File: src/rtl/csr_arch_pkg.sv
package csr_arch_pkg;

    localparam int XLEN = 32;
    localparam int CSR_ADDR_W = 12;
    localparam int CAUSE_W = 5;        // flag plus code, as it arrives on addr_cause
    localparam int CAUSE_CODE_W = 4;

    typedef enum logic [2:0] {
        OP_EXCEPTION = 3'b000,
        OP_MRET      = 3'b001,
        OP_NOP       = 3'b011,
        OP_CSRRW     = 3'b101,
        OP_CSRRS     = 3'b110,
        OP_CSRRC     = 3'b111
    } csr_op_e;                        // 010 and 100 are illegal

    localparam logic [CSR_ADDR_W-1:0] ADDR_MSTATUS = 12'h300;
    localparam logic [CSR_ADDR_W-1:0] ADDR_MIE     = 12'h304;
    localparam logic [CSR_ADDR_W-1:0] ADDR_MEPC    = 12'h341;
    localparam logic [CSR_ADDR_W-1:0] ADDR_MCAUSE  = 12'h342;
    localparam logic [CSR_ADDR_W-1:0] ADDR_MIP     = 12'h344;

    // mstatus
    localparam int BIT_MIE  = 3;
    localparam int BIT_MPIE = 7;

    // mie and mip share the layout
    localparam int BIT_SW  = 3;
    localparam int BIT_EXT = 11;

    localparam int BIT_CAUSE_INT = 31; // mcause interrupt flag
    localparam int CAUSE_FLAG_BIT = 4; // flag position in the trap cause field

    localparam logic [CAUSE_W-1:0] CAUSE_EXT_INT = 5'h1B;
    localparam logic [CAUSE_W-1:0] CAUSE_SW_INT  = 5'h13;

    localparam logic [XLEN-1:0] IRQ_HANDLER_ADDR = 32'h0000_0010;

endpackage

File: src/rtl/csr_ctrl_pkg.sv
package csr_ctrl_pkg;

    typedef struct packed {
        logic mstatus;
        logic mie;
        logic mepc;
        logic mcause;
        logic mip;
        logic addr_valid;              // any of the five
    } csr_sel_t;

    typedef struct packed {
        logic en;
        logic is_csr;
        logic is_exception;
        logic is_mret;
        logic is_nop;
        logic wr_csr;                  // write phase, en high
        logic wr_trap;
        logic wr_mret;
        logic rd_phase;
        logic illegal;
        csr_sel_t sel;
        logic [csr_arch_pkg::XLEN-1:0] set_mask;
        logic [csr_arch_pkg::XLEN-1:0] keep_mask;
    } csr_cmd_t;

    typedef struct packed {
        logic mie;
        logic mpie;
        logic [csr_arch_pkg::XLEN-1:0] mepc;
        logic cause_int;
        logic [csr_arch_pkg::CAUSE_CODE_W-1:0] cause_code;
    } trap_state_t;

    typedef struct packed {
        logic meie;
        logic msie;
        logic meip;
        logic msip;
    } int_state_t;

    // new field value from the op masks and the old value
    function automatic logic [csr_arch_pkg::XLEN-1:0] apply_mask(
        input csr_cmd_t cmd,
        input logic [csr_arch_pkg::XLEN-1:0] old
    );
        return cmd.set_mask | (cmd.keep_mask & old);
    endfunction

endpackage

File: src/rtl/csr_decode.sv
`timescale 1ns/1ps

module csr_decode (
    input  csr_arch_pkg::csr_op_e                op,
    input  logic [csr_arch_pkg::CSR_ADDR_W-1:0]  addr_cause,
    input  logic [csr_arch_pkg::XLEN-1:0]        write_value,
    input  logic                                 write_phase,
    input  logic                                 en,
    output csr_ctrl_pkg::csr_cmd_t               cmd
);

    logic bad_op;

    always_comb begin
        cmd = '0;
        bad_op = 1'b0;
        cmd.en = en;

        case (op)
            csr_arch_pkg::OP_EXCEPTION: begin
                cmd.is_exception = 1'b1;
            end
            csr_arch_pkg::OP_MRET: begin
                cmd.is_mret = 1'b1;
            end
            csr_arch_pkg::OP_NOP: begin
                cmd.is_nop = 1'b1;
            end
            csr_arch_pkg::OP_CSRRW: begin
                cmd.is_csr = 1'b1;
                cmd.set_mask = write_value;
                cmd.keep_mask = '0;
            end
            csr_arch_pkg::OP_CSRRS: begin
                cmd.is_csr = 1'b1;
                cmd.set_mask = write_value;
                cmd.keep_mask = '1;    // keep everything not set
            end
            csr_arch_pkg::OP_CSRRC: begin
                cmd.is_csr = 1'b1;
                cmd.set_mask = '0;
                cmd.keep_mask = ~write_value;
            end
            default: begin
                bad_op = 1'b1;
            end
        endcase

        cmd.sel.mstatus = addr_cause == csr_arch_pkg::ADDR_MSTATUS;
        cmd.sel.mie     = addr_cause == csr_arch_pkg::ADDR_MIE;
        cmd.sel.mepc    = addr_cause == csr_arch_pkg::ADDR_MEPC;
        cmd.sel.mcause  = addr_cause == csr_arch_pkg::ADDR_MCAUSE;
        cmd.sel.mip     = addr_cause == csr_arch_pkg::ADDR_MIP;
        cmd.sel.addr_valid = cmd.sel.mstatus | cmd.sel.mie | cmd.sel.mepc |
                             cmd.sel.mcause | cmd.sel.mip;

        cmd.wr_csr   = en & write_phase & cmd.is_csr;
        cmd.wr_trap  = en & write_phase & cmd.is_exception;
        cmd.wr_mret  = en & write_phase & cmd.is_mret;
        cmd.rd_phase = en & ~write_phase;

        cmd.illegal = bad_op | (cmd.is_csr & ~cmd.sel.addr_valid);
    end

endmodule

File: src/rtl/csr_int_ctrl.sv
`timescale 1ns/1ps

module csr_int_ctrl (
    input  logic                                 clk,
    input  logic                                 rst,
    input  logic                                 en,
    input  logic                                 ext_int,
    input  csr_ctrl_pkg::csr_cmd_t               cmd,
    input  logic [csr_arch_pkg::CSR_ADDR_W-1:0]  addr_cause,
    input  csr_ctrl_pkg::trap_state_t            trap,
    output csr_ctrl_pkg::int_state_t             ints,
    output logic                                 ext_int_pending,
    output logic                                 sw_int_pending
);

    csr_ctrl_pkg::int_state_t ints_q;

    logic [csr_arch_pkg::XLEN-1:0] mie_old;
    logic [csr_arch_pkg::XLEN-1:0] mip_old;
    logic [csr_arch_pkg::XLEN-1:0] mie_new;
    logic [csr_arch_pkg::XLEN-1:0] mip_new;
    logic clr_ext;
    logic clr_sw;
    logic wr_mie;
    logic wr_mip;

    always_comb begin
        mie_old = '0;
        mie_old[csr_arch_pkg::BIT_EXT] = ints_q.meie;
        mie_old[csr_arch_pkg::BIT_SW] = ints_q.msie;
        mip_old = '0;
        mip_old[csr_arch_pkg::BIT_EXT] = ints_q.meip;
        mip_old[csr_arch_pkg::BIT_SW] = ints_q.msip;
    end

    assign mie_new = csr_ctrl_pkg::apply_mask(cmd, mie_old);
    assign mip_new = csr_ctrl_pkg::apply_mask(cmd, mip_old);

    assign wr_mie = cmd.wr_csr & cmd.sel.mie;
    assign wr_mip = cmd.wr_csr & cmd.sel.mip;
    assign clr_ext = cmd.wr_trap &
        (addr_cause[csr_arch_pkg::CAUSE_W-1:0] == csr_arch_pkg::CAUSE_EXT_INT);
    assign clr_sw = cmd.wr_trap &
        (addr_cause[csr_arch_pkg::CAUSE_W-1:0] == csr_arch_pkg::CAUSE_SW_INT);

    always_ff @(posedge clk) begin
        if (rst) begin
            ints_q <= '0;
            ext_int_pending <= 1'b0;
            sw_int_pending <= 1'b0;
        end else begin
            if (wr_mie) begin
                ints_q.meie <= mie_new[csr_arch_pkg::BIT_EXT];
                ints_q.msie <= mie_new[csr_arch_pkg::BIT_SW];
            end

            if (ext_int) begin
                ints_q.meip <= 1'b1;   // level wins over everything, en or not
            end else if (clr_ext) begin
                ints_q.meip <= 1'b0;
            end else if (wr_mip) begin
                ints_q.meip <= mip_new[csr_arch_pkg::BIT_EXT];
            end

            if (clr_sw) begin
                ints_q.msip <= 1'b0;
            end else if (wr_mip) begin
                ints_q.msip <= mip_new[csr_arch_pkg::BIT_SW];
            end

            ext_int_pending <= ints_q.meip & ints_q.meie & trap.mie;
            sw_int_pending <= ints_q.msip & ints_q.msie & trap.mie;
        end
    end

    assign ints = ints_q;

    a_pending_terms: assert property (@(posedge clk) disable iff (rst)
        (ext_int_pending |-> $past(ints_q.meip && ints_q.meie && trap.mie)) and
        (sw_int_pending |-> $past(ints_q.msip && ints_q.msie && trap.mie)));

    // decode gating must keep software state frozen while the core is stalled
    a_hold_when_idle: assert property (@(posedge clk) disable iff (rst)
        !en |=> $stable({ints_q.meie, ints_q.msie, ints_q.msip}));

endmodule

File: src/rtl/csr_read_port.sv
`timescale 1ns/1ps

module csr_read_port (
    input  logic                          clk,
    input  logic                          rst,
    input  csr_ctrl_pkg::csr_cmd_t        cmd,
    input  csr_ctrl_pkg::trap_state_t     trap,
    input  csr_ctrl_pkg::int_state_t      ints,
    output logic [csr_arch_pkg::XLEN-1:0] read_value,
    output logic                          fault
);

    logic [csr_arch_pkg::XLEN-1:0] csr_value;
    logic [csr_arch_pkg::XLEN-1:0] next_value;
    logic load;

    always_comb begin
        csr_value = '0;
        if (cmd.sel.mstatus) begin
            csr_value[csr_arch_pkg::BIT_MIE] = trap.mie;
            csr_value[csr_arch_pkg::BIT_MPIE] = trap.mpie;
        end else if (cmd.sel.mie) begin
            csr_value[csr_arch_pkg::BIT_EXT] = ints.meie;
            csr_value[csr_arch_pkg::BIT_SW] = ints.msie;
        end else if (cmd.sel.mepc) begin
            csr_value = trap.mepc;
        end else if (cmd.sel.mcause) begin
            csr_value[csr_arch_pkg::BIT_CAUSE_INT] = trap.cause_int;
            csr_value[csr_arch_pkg::CAUSE_CODE_W-1:0] = trap.cause_code;
        end else if (cmd.sel.mip) begin
            csr_value[csr_arch_pkg::BIT_EXT] = ints.meip;
            csr_value[csr_arch_pkg::BIT_SW] = ints.msip;
        end
    end

    always_comb begin
        if (cmd.is_exception) begin
            next_value = csr_arch_pkg::IRQ_HANDLER_ADDR;
        end else if (cmd.is_mret) begin
            next_value = trap.mepc; // return address
        end else begin
            next_value = csr_value;
        end
    end

    assign load = cmd.rd_phase &
        (cmd.is_exception | cmd.is_mret | (cmd.is_csr & cmd.sel.addr_valid));

    always_ff @(posedge clk) begin
        if (rst) begin
            read_value <= '0;
            fault <= 1'b0;
        end else begin
            if (load) begin
                read_value <= next_value;
            end
            if (cmd.en) begin
                fault <= cmd.illegal; // both phases
            end
        end
    end

    a_fault_after_reset: assert property (@(posedge clk)
        rst |=> !fault);

endmodule

File: src/rtl/csr_trap_regs.sv
`timescale 1ns/1ps

module csr_trap_regs (
    input  logic                                 clk,
    input  logic                                 rst,
    input  csr_ctrl_pkg::csr_cmd_t               cmd,
    input  logic [csr_arch_pkg::CSR_ADDR_W-1:0]  addr_cause,
    input  logic [csr_arch_pkg::XLEN-1:0]        write_value,
    output csr_ctrl_pkg::trap_state_t            trap
);

    csr_ctrl_pkg::trap_state_t state_q;
    logic stack_q;                     // MIE on trap read, MPIE on mret read

    logic [csr_arch_pkg::XLEN-1:0] mstatus_old;
    logic [csr_arch_pkg::XLEN-1:0] mcause_old;
    logic [csr_arch_pkg::XLEN-1:0] mstatus_new;
    logic [csr_arch_pkg::XLEN-1:0] mepc_new;
    logic [csr_arch_pkg::XLEN-1:0] mcause_new;

    always_comb begin
        mstatus_old = '0;
        mstatus_old[csr_arch_pkg::BIT_MIE] = state_q.mie;
        mstatus_old[csr_arch_pkg::BIT_MPIE] = state_q.mpie;
        mcause_old = '0;
        mcause_old[csr_arch_pkg::BIT_CAUSE_INT] = state_q.cause_int;
        mcause_old[csr_arch_pkg::CAUSE_CODE_W-1:0] = state_q.cause_code;
    end

    assign mstatus_new = csr_ctrl_pkg::apply_mask(cmd, mstatus_old);
    assign mepc_new    = csr_ctrl_pkg::apply_mask(cmd, state_q.mepc);
    assign mcause_new  = csr_ctrl_pkg::apply_mask(cmd, mcause_old);

    always_ff @(posedge clk) begin
        if (rst) begin
            state_q <= '0;
            stack_q <= 1'b0;
        end else begin
            if (cmd.rd_phase && cmd.is_exception) begin
                stack_q <= state_q.mie;
            end else if (cmd.rd_phase && cmd.is_mret) begin
                stack_q <= state_q.mpie;
            end

            if (cmd.wr_trap) begin
                state_q.mepc <= {write_value[csr_arch_pkg::XLEN-1:2], 2'b00};
                state_q.cause_int <= addr_cause[csr_arch_pkg::CAUSE_FLAG_BIT];
                state_q.cause_code <= addr_cause[csr_arch_pkg::CAUSE_CODE_W-1:0];
                state_q.mie <= 1'b0;
                state_q.mpie <= stack_q;
            end else if (cmd.wr_mret) begin
                state_q.mie <= stack_q;
            end else if (cmd.wr_csr) begin
                if (cmd.sel.mstatus) begin
                    state_q.mie <= mstatus_new[csr_arch_pkg::BIT_MIE];
                    state_q.mpie <= mstatus_new[csr_arch_pkg::BIT_MPIE];
                end
                if (cmd.sel.mepc) begin
                    state_q.mepc <= {mepc_new[csr_arch_pkg::XLEN-1:2], 2'b00}; // word aligned
                end
                if (cmd.sel.mcause) begin
                    state_q.cause_int <= mcause_new[csr_arch_pkg::BIT_CAUSE_INT];
                    state_q.cause_code <= mcause_new[csr_arch_pkg::CAUSE_CODE_W-1:0];
                end
            end
        end
    end

    assign trap = state_q;

    // interrupts stay masked on handler entry
    a_trap_clears_mie: assert property (@(posedge clk) disable iff (rst)
        cmd.wr_trap |=> !trap.mie);

endmodule

File: src/rtl/csr_unit.sv
`timescale 1ns/1ps

module csr_unit (
    input  logic                                 clk,
    input  logic                                 rst,
    input  logic                                 en,
    input  logic                                 write_phase,
    input  logic                                 ext_int,
    input  csr_arch_pkg::csr_op_e                op,
    input  logic [csr_arch_pkg::CSR_ADDR_W-1:0]  addr_cause,
    input  logic [csr_arch_pkg::XLEN-1:0]        write_value,
    output logic [csr_arch_pkg::XLEN-1:0]        read_value,
    output logic                                 ext_int_pending,
    output logic                                 sw_int_pending,
    output logic                                 fault
);

    csr_ctrl_pkg::csr_cmd_t cmd;
    csr_ctrl_pkg::trap_state_t trap;
    csr_ctrl_pkg::int_state_t ints;

    csr_decode decode0 (
        .op          (op),
        .addr_cause  (addr_cause),
        .write_value (write_value),
        .write_phase (write_phase),
        .en          (en),
        .cmd         (cmd)
    );

    csr_trap_regs trap_regs0 (
        .clk         (clk),
        .rst         (rst),
        .cmd         (cmd),
        .addr_cause  (addr_cause),
        .write_value (write_value),
        .trap        (trap)
    );

    csr_int_ctrl int_ctrl0 (
        .clk             (clk),
        .rst             (rst),
        .en              (en),
        .ext_int         (ext_int),
        .cmd             (cmd),
        .addr_cause      (addr_cause),
        .trap            (trap),
        .ints            (ints),
        .ext_int_pending (ext_int_pending),
        .sw_int_pending  (sw_int_pending)
    );

    csr_read_port read_port0 (
        .clk        (clk),
        .rst        (rst),
        .cmd        (cmd),
        .trap       (trap),
        .ints       (ints),
        .read_value (read_value),
        .fault      (fault)
    );

endmodule

File: config.mk
export PLATFORM = sky130hd
export DESIGN_NAME = csr_unit
export DESIGN_NICKNAME = d
export VERILOG_FILES = /design/src/rtl/csr_arch_pkg.sv /design/src/rtl/csr_ctrl_pkg.sv /design/src/rtl/csr_decode.sv /design/src/rtl/csr_int_ctrl.sv /design/src/rtl/csr_read_port.sv /design/src/rtl/csr_trap_regs.sv /design/src/rtl/csr_unit.sv
export SDC_FILE = /design/constraint.sdc
export NUM_CORES = 1
export LEC_CHECK = 0
export BUFFER_PORTS_ARGS = -buffer_cell sky130_fd_sc_hd__buf_2
export CAP_MARGIN = 20
export CORE_MARGIN = 2
export CORE_UTILIZATION = 25
export CTS_BUF_LIST = sky130_fd_sc_hd__clkbuf_4
export DETAILED_ROUTE_END_ITERATION = 12
export HOLD_SLACK_MARGIN = 0.12
export PLACE_DENSITY = 0.41
export REMOVE_ABC_BUFFERS = 1
export SLEW_MARGIN = 20
export SYNTH_ARGS = -nofsm -noshare
export SYNTH_HDL_FRONTEND = slang
export SYNTH_SLANG_ARGS = --single-unit
File: constraint.sdc
create_clock -name clk -period 2.4 [get_ports clk]
set_input_delay 0.24 -clock clk [delete_from_list [all_inputs] [get_ports clk]]
set_output_delay 0.24 -clock clk [all_outputs]
set_load 0.03 [all_outputs]
==> results of run 1 <==
## worst paths after layout
path / from / to / slack [ns]
setup / recovery: en / int_ctrl0.ints[3] / 0.48
hold reg to reg: trap_regs0.trap[7] / trap_regs0.trap[7] / 0.47
hold / removal: addr_cause[4] / trap_regs0.trap[4] / 0.14
setup reg to reg: trap_regs0.trap[38] / read_port0.read_value[3] / 1.23
## layout make-up
cell class | count | area, sq um
Sequential cell | 77 | 1540
Clock buffer | 9 | 67.6
Antenna cell | 1 | 2.50
Clock inverter | 6 | 65.1
Multi-Input combinational cell | 298 | 1860
Fill cell | 1500 | 9180
Tap cell | 180 | 225
Inverter | 2 | 7.51
Timing Repair Buffer | 136 | 938
## cells in the final DEF, fill, tap and decap left out, types with 2 or more instances in the layout
cell           count
buf_2             86
dfxtp_1           77
nand2_1           50
a21oi_1           43
nor2_1            37
o2bb2ai_1         34
dlygate4sd3_1     33
a32o_1            25
o21ai_0           15
buf_4             13
nor3_1             9
clkbuf_4           9
nor2b_1            7
a31oi_1            6
and3_1             5
and2_1             5
nor4_1             4
or3_1              4
a22oi_1            4
buf_12             4
nor4b_1            3
nand4_1            3
o21a_1             3
mux2i_1            3
nand2b_1           3
o211ai_1           3
nand3_1            3
xor2_1             2
o31ai_1            2
nand4bb_1          2
or4_1              2
a32oi_1            2
a211oi_1           2
nor3b_1            2
clkinv_4           2
clkinv_2           2
## cell families (layout without fill, tap and decap cells)
kind of cell              count (synthesis)  in the layout  synth area share
DFF                                      77             77             0.434
and+or+nand+nor                         145            145             0.203
other                                     0              1                 0
buffers and inverters                    36            153            0.0451
AOI/OAI and AO/OA                       148            148             0.305
xor gates and xnor gates                  2              2           0.00493
muxes                                     3              3           0.00845
## worst register-to-register path: stages, from the launching register on
cell and delay, ns:
dfxtp_1 0.46, nor3_1 0.09, a2111oi_0 0.40, a32o_1 0.17
## metal layers
metal,global-route usage,part of all wire
met1,0.218,0.47
met2,0.256,0.47
met3,0.0263,0.045
met4,0.0462,0.010
met5,0,0
## sequential cells by signal, indices dropped and copies added (netlist names)
| register | flops |
|---|---|
| trap_regs0.stack_q | 1 |
| int_ctrl0.ints | 4 |
| int_ctrl0.sw_int_pending | 1 |
| read_port0.fault | 1 |
| int_ctrl0.ext_int_pending | 1 |
| read_port0.read_value | 32 |
| trap_regs0.trap | 37 |
## metrics by stage
stage	setup WS, ns	hold slack, ns	cell area (sq um)
after floorplan	0.103	0.309	3400
after CTS	0.504	0.122	4700
after global placement	0.240	0.443	4240
after detailed placement	0.231	0.450	4240
after global routing	0.369	0.136	4700
final	0.480	0.142	4700
## power breakdown
part	leakage [nW]	switching, mW	internal, mW
sequential	0.621	0.00714	1.29
clock	0.0718	0.469	0.312
combinational	1.12	0.171	0.123
==> out/metrics.csv, run 1 <==
metric;value;unit
Cells after DPL;660;
Clock Latency Late Sink;0.42;ns
register bit total from synthesis;77;
total gr overflow;0;
Synth cell types;47;
syn_area_per_cell;8.65;sq um
Total GRT Usage;0.159;
CP max stage delay;0.52;ns
first drt pass iteration count;4;
hold buffer count at CTS;33;
largest net degree at the start of global routing;58;
Worst-Margin Slew;0.564;ns
vias per cell;5.07;
vias after detailed routing;3593;
Post-CTS Repair Setup Buffers;0;
Final Hold Fails;0;
die area;15200;sq um
register area share after synthesis;0.434;
Worst setup EP type;flop;
Routed Antenna Nets;0;
status;complete, no violations;
f_max;521;MHz
Final min period;1.92;ns
Initial Util;0.256;
Slew Viols, Final;0;
setup repair after global routing missed its margin;no;
Final GP Congestion;0.835;
Nets;576;
Worst Path Required;2.69;ns
Worst-path clk slew;0.12;ns
Synth Warn #;0;
chain of cells forming the critical path;dlygate4sd3_1 -> buf_2 -> and3_1 -> o21ai_0 -> buf_4 -> or4_1 -> o21ai_0 -> a21oi_1;
Max VDD drop;189;uV
clock skew;0.0105;ns
synthesized instance count;411;
PwrDens;504;nW/um^2
most common cell in the netlist;dfxtp_1;
antenna violations before repair;1;
Post-synth EDFFs;0;
Root Buffer;clkbuf_4;
Finished Core Util;0.339;
final setup fails;0;
I/O Buffers;86;
I/O pin total;87;
CTS tree;yes;
Max FO, Critical Path;5;
width of the die;123;um
worst path bufs/invs;3;
Mapped Area;3550;sq um
Max-Cap Viols;0;
vias in the first global route;3438;
Async S/R FF share, synth;0;
ys flop type;dfxtp_1;
drt drc;0;
core area;13900;sq um
Fin Setup TNS;0;ns
post-CTS sizing;0;
Detailed Place HPWL;7820;um
top cells by instance count after synthesis;dfxtp_1 (77), nand2_1 (50), a21oi_1 (43), nor2_1 (38), o2bb2ai_1 (34);
Die Ht;123;um
CTS Buf Count;9;
share of cells above drive strength 1;0.237;
clock sink total;77;
Relative slew margins;0.624;
WL final;11800;um
Post-Layout Cell Count;709;
hold depth;3;
cell mode on critical path;o21ai_0;
worst reg2reg path depth;3;
post-synth top area cell;dfxtp_1;
Max Root-Sink Buffers;2;
critical path startpoint category;input port;
Site Rows;43;
Synth area leaders;dfxtp_1 (43%), o2bb2ai_1 (8.4%), a32o_1 (7.0%), a21oi_1 (6.1%), nand2_1 (5.3%);
WL/cell;16.6;um
fin crit share;0.800;
Leakage;1.81;nW
Crit Path Class;in2reg;
Worst path slowest cell;dlygate4sd3_1;
CTS H-Tree Depth;3;
Crit path max-delay family;buffers and inverters;
Worst path depth;8;
first-pass GRT wire length;18500;um
worst hold path type;in2reg;
Final Total Pwr;2.37;mW
starting DRC count in detailed routing;168;
Yosys top cell area share;0.434;
critical path arrival;2.22;ns
synthesis-to-layout area growth;32.3;%
Power figures use the tool's default switching activity.
==> run 2: changes to the inputs <==
- PLACE_DENSITY: 0.41 -> 0.43
- clock period: 2.4 -> 1.7 ns (I/O delays scaled with it)
==> out/metrics.csv, run 2 (synthesis gave the netlist of run 1 again) <==
metric;value;unit
antenna violations before repair;2;
critical path arrival;1.96;ns
Routed Antenna Nets;0;
f_max;612;MHz
first-pass GRT wire length;19100;um
CTS Buf Count;9;
R2R Path Start;int_ctrl0.ints[1];
first drt pass iteration count;5;
Worst-path clk slew;0.12;ns
Worst setup EP type;flop;
leading cell type in the layout, fill and taps excluded;buf_2;
WL final;12300;um
WHS;0.208;ns
critical path startpoint category;input port;
worst reg2reg path depth;5;
largest net degree at the start of global routing;42;
Root Buffer;clkbuf_4;
status;complete, no violations;
Relative slew margins;0.589;
met1 Use GR;0.218;
clock sink total;77;
setup slack, reg-to-reg;0.52;ns
worst setup path end;read_port0.read_value[14];
Nets;617;
Crit Path Class;in2reg;
vias in the first global route;3606;
Site Rows;43;
Initial Util;0.256;
Max Root-Sink Buffers;2;
synthesis-to-layout area growth;42.8;%
Total GRT Usage;0.165;
die area;15200;sq um
setup repair after global routing missed its margin;no;
Max VDD drop;296;uV
final setup fails;0;
Worst-Margin Slew;0.610;ns
core area;13900;sq um
most frequent cells in the layout;buf_2 (86), dfxtp_1 (77), nand2_1 (50), buf_4 (49), a21oi_1 (43);
WL/cell;16.3;um
met2 usage;0.268;
vias per cell;4.99;
share of cells above drive strength 1;0.288;
clock skew;0.0118;ns
Final GP Congestion;0.840;
Max-Cap Viols;0;
Worst Path Required;2.02;ns
Slew Viols, Final;0;
Final Hold Fails;0;
I/O Buffers;86;
Die Ht;123;um
drt drc;0;
worst hold path type;in2reg;
max FFs per register;37;
Fin Setup TNS;0;ns
Detailed Place HPWL;8690;um
Clock Latency Late Sink;0.42;ns
CTS H-Tree Depth;3;
PwrDens;703;nW/um^2
Final min period;1.63;ns
vias after detailed routing;3749;
GR Layer Usage met3;0.0272;
Worst R2R End;read_port0.read_value[11];
I/O pin total;87;
fin crit share;0.961;
Post-CTS Repair Setup Buffers;0;
starting DRC count in detailed routing;190;
Leakage;2.03;nW
CP Launch Point;addr_cause[11];
width of the die;123;um
GRT busiest layer;met2;
CTS tree;yes;
total gr overflow;0;
Max FO, Critical Path;28;
[run 2: routing by layer]
metal / up-vias / part of all wire
li1: 1856 / -
met1: 1772 / 0.47
met2: 108 / 0.47
met3: 13 / 0.047
met4: 0 / 0.019
met5: - / 0
[run 2: critical path, stage by stage]
cell and delay, ns:
buf_2 0.10, or4b_4 0.55, nor4_4 0.36, o221ai_2 0.16, and2_1 0.22, buf_12 0.17
a32o_1 0.21
[run 2: timing repair]
| item | 4_1_cts | 5_1_grt |
|---|---|---|
| endpoints found under the hold margin | 40 | 0 |
| setup endpoints to repair | 0 | 3 |
| hold buffers | 37 | 0 |
| gates resized for setup | 0 | 3 |
[run 2: worst min-delay path by stage]
stage                    start             endpoint  slack, ns  cells past startpoint
5_1_grt          addr_cause[4]   trap_regs0.trap[4]       0.18                      4
2_1_floorplan              rst    int_ctrl0.ints[2]       0.24                      1
4_1_cts          addr_cause[3]    int_ctrl0.ints[0]       0.15                      4
3_5_place_dp   write_value[22]  trap_regs0.trap[27]       0.39                      2
6_report         addr_cause[3]    int_ctrl0.ints[0]       0.21                      4
3_3_place_gp   write_value[28]  trap_regs0.trap[33]       0.38                      2
[run 2: power by group]
group | leakage (nW) | switching [mW] | internal, mW
sequential | 0.621 | 0.00968 | 1.82
clock | 0.0884 | 0.645 | 0.614
combinational | 1.32 | 0.257 | 0.224
[run 2: area by class of cell]
| type | count | area [sq um] |
|---|---|---|
| well taps | 180 | 225 |
| repair buffers | 177 | 1270 |
| inverters | 2 | 7.51 |
| diodes | 2 | 5.00 |
| multi-input cells | 298 | 1870 |
| clock buffers | 10 | 75.1 |
| fillers | 1460 | 8800 |
| flip-flops and latches | 77 | 1540 |
| clock inverters | 6 | 86.3 |
[run 2: stage by stage]
step / power (mW) / setup WS [ns] / std cells / area (sq um) / util
CTS: 3.63 / 0.0701 / 750 / 5060 / 0.365
detailed placement: 2.28 / -0.408 / 697 / 4530 / 0.326
finish: 3.57 / 0.0667 / 752 / 5080 / 0.366
global route: 3.74 / 0.00364 / 752 / 5080 / 0.366
floorplan: 2.01 / -0.527 / 377 / 3400 / -
global placement: 2.28 / -0.371 / 697 / 4530 / 0.326
==> run 3: changes to the inputs <==
- CTS_BUF_LIST: sky130_fd_sc_hd__clkbuf_4 -> not set
==> out/metrics.csv, run 3 (synthesis gave the netlist of run 1 again) <==
metric;value;unit
Int Pwr;3.37;mW
Final GP Congestion;0.840;
Post-Layout Cell Count;744;
CTS tree;yes;
hold depth;3;
Worst setup EP type;flop;
setup repair after global routing missed its margin;yes;
Relative slew margins;0.589;
Leakage;2.08;nW
Initial Util;0.256;
PwrDens;839;nW/um^2
fin crit share;1.02;
first drt pass iteration count;5;
most frequent cells in the layout;buf_2 (85), dfxtp_1 (77), nand2_1 (49), buf_4 (49), a21oi_1 (43);
total gr overflow;0;
critical path startpoint category;input port;
WL final;12300;um
chain of cells forming the critical path;buf_6 -> or4b_4 -> nor4_4 -> o221ai_2 -> buf_4 -> or3_4 -> o2bb2ai_2;
I/O Buffers;86;
Final Total Pwr;4.38;mW
CTS Buf Count;9;
Max VDD drop;521;uV
Slew Viols, Final;0;
core area;13900;sq um
Sw Share;0.231;
die area;15200;sq um
width of the die;123;um
vias in the first global route;3600;
largest net degree at the start of global routing;42;
failing checks;setup timing;
hold path startpoint;write_value[0];
I/O pin total;87;
Clock Latency Late Sink;0.33;ns
sw power;1.01;mW
Worst Hold Path EP;trap_regs0.trap[0];
max FFs per register;37;
Cells after DPL;697;
R2R Path Start;int_ctrl0.ints[1];
Final Hold Fails;0;
WL/cell;16.5;um
Max Root-Sink Buffers;2;
Detailed Place HPWL;8690;um
Reg area;1540;sq um
clock share of power;0.474;
Crit path max-delay family;simple AND/OR/NAND/NOR gates;
Site Rows;43;
Routed Antenna Nets;0;
Flop pwr share;0.418;
Max-Cap Viols;0;
vias per cell;4.96;
Worst-path clk slew;0.06;ns
Root Buffer;clkbuf_16;
Total GRT Usage;0.163;
Worst Setup Slack, final;-0.0404;ns
first-pass GRT wire length;19100;um
critical path arrival;2.00;ns
Worst path slowest cell;or4b_4;
Post-DP Area;4530;sq um
leading cell type in the layout, fill and taps excluded;buf_2;
drt drc;0;
f_max;575;MHz
Crit Path Class;in2reg;
area of the multi-input gates;1910;sq um
antenna violations before repair;1;
CTS H-Tree Depth;3;
Finished Core Util;0.376;
setup slack, reg-to-reg;0.52;ns
combinational power share;0.108;
worst path bufs/invs;2;
Nets;610;
final instance area;5220;sq um
Die Ht;123;um
clock sink total;77;
Worst R2R End;read_port0.read_value[11];
status;finished with violations;
starting DRC count in detailed routing;190;
Worst-Margin Slew;0.611;ns
CP Launch Point;addr_cause[11];
worst reg2reg path depth;5;
Final min period;1.74;ns
share of cells above drive strength 1;0.304;
clock skew;0.00390;ns
WHS;0.128;ns
fillcell total;1430;
vias after detailed routing;3693;
worst hold path type;in2reg;
synthesis-to-layout area growth;46.9;%
Worst Path Required;1.96;ns
Max FO, Critical Path;4;
final setup fails;24;
CP max stage delay;0.55;ns
run 3: worst max path at each step:
stage,to,slack (ns),cells after the start
4_1_cts,read_port0.read_value[31],-0.03,7
6_report,read_port0.read_value[31],-0.04,7
3_5_place_dp,read_port0.read_value[31],-0.41,7
3_3_place_gp,read_port0.read_value[2],-0.37,7
2_1_floorplan,trap_regs0.trap[26],-0.53,5
5_1_grt,read_port0.read_value[31],-0.1,7
run 3: per-layer routing:
metal  track usage  wire length, um  up-vias
met5             0                0        -
met4        0.0561              119        0
met3        0.0185              405       10
met2         0.268             5910       87
met1         0.220             5830     1754
li1              -                -     1842
run 3: cell type report:
type | instances | share of cell area
antenna | 1 | 0.000479
inverter | 2 | 0.00144
sequential | 77 | 0.295
timing repair buffer | 170 | 0.231
multi-input combinational | 298 | 0.366
clock inverter | 5 | 0.0158
clock buffer | 11 | 0.0465
tap | 180 | 0.0431
run 3: tightest hold or removal path, cell delays in order:
cell	delay (ns)
buf_2	0.11
nand2_1	0.05
a31oi_1	0.08
run 3: power by group through the flow:
stage                     registers, mW  clock network, mW  logic [mW]
final                              1.83               2.08       0.473
after floorplan                    1.87                  0       0.142
after global routing               1.83               2.19       0.517
after global placement             1.87                  0       0.408
after detailed placement           1.87                  0       0.411
after CTS                          1.83               2.12       0.469
run 3: repair_timing:
item                                   CTS  global route
hold buffers                            29             0
endpoints found under the hold margin   29             0
pin swaps                                2             2
setup buffers                            0             1
setup endpoints to repair               29            30
gates cloned                             0             0
resized for setup                        6             6
run 3: per-stage QoR:
| step | setup TNS, ns | worst slack (ns) |
|---|---|---|
| global route | -1.91 | -0.0983 |
| finish | -0.239 | -0.0404 |
| floorplan | -25.02 | -0.527 |
| CTS | -0.324 | -0.0290 |
| global placement | -16.31 | -0.371 |
| detailed placement | -17.61 | -0.408 |
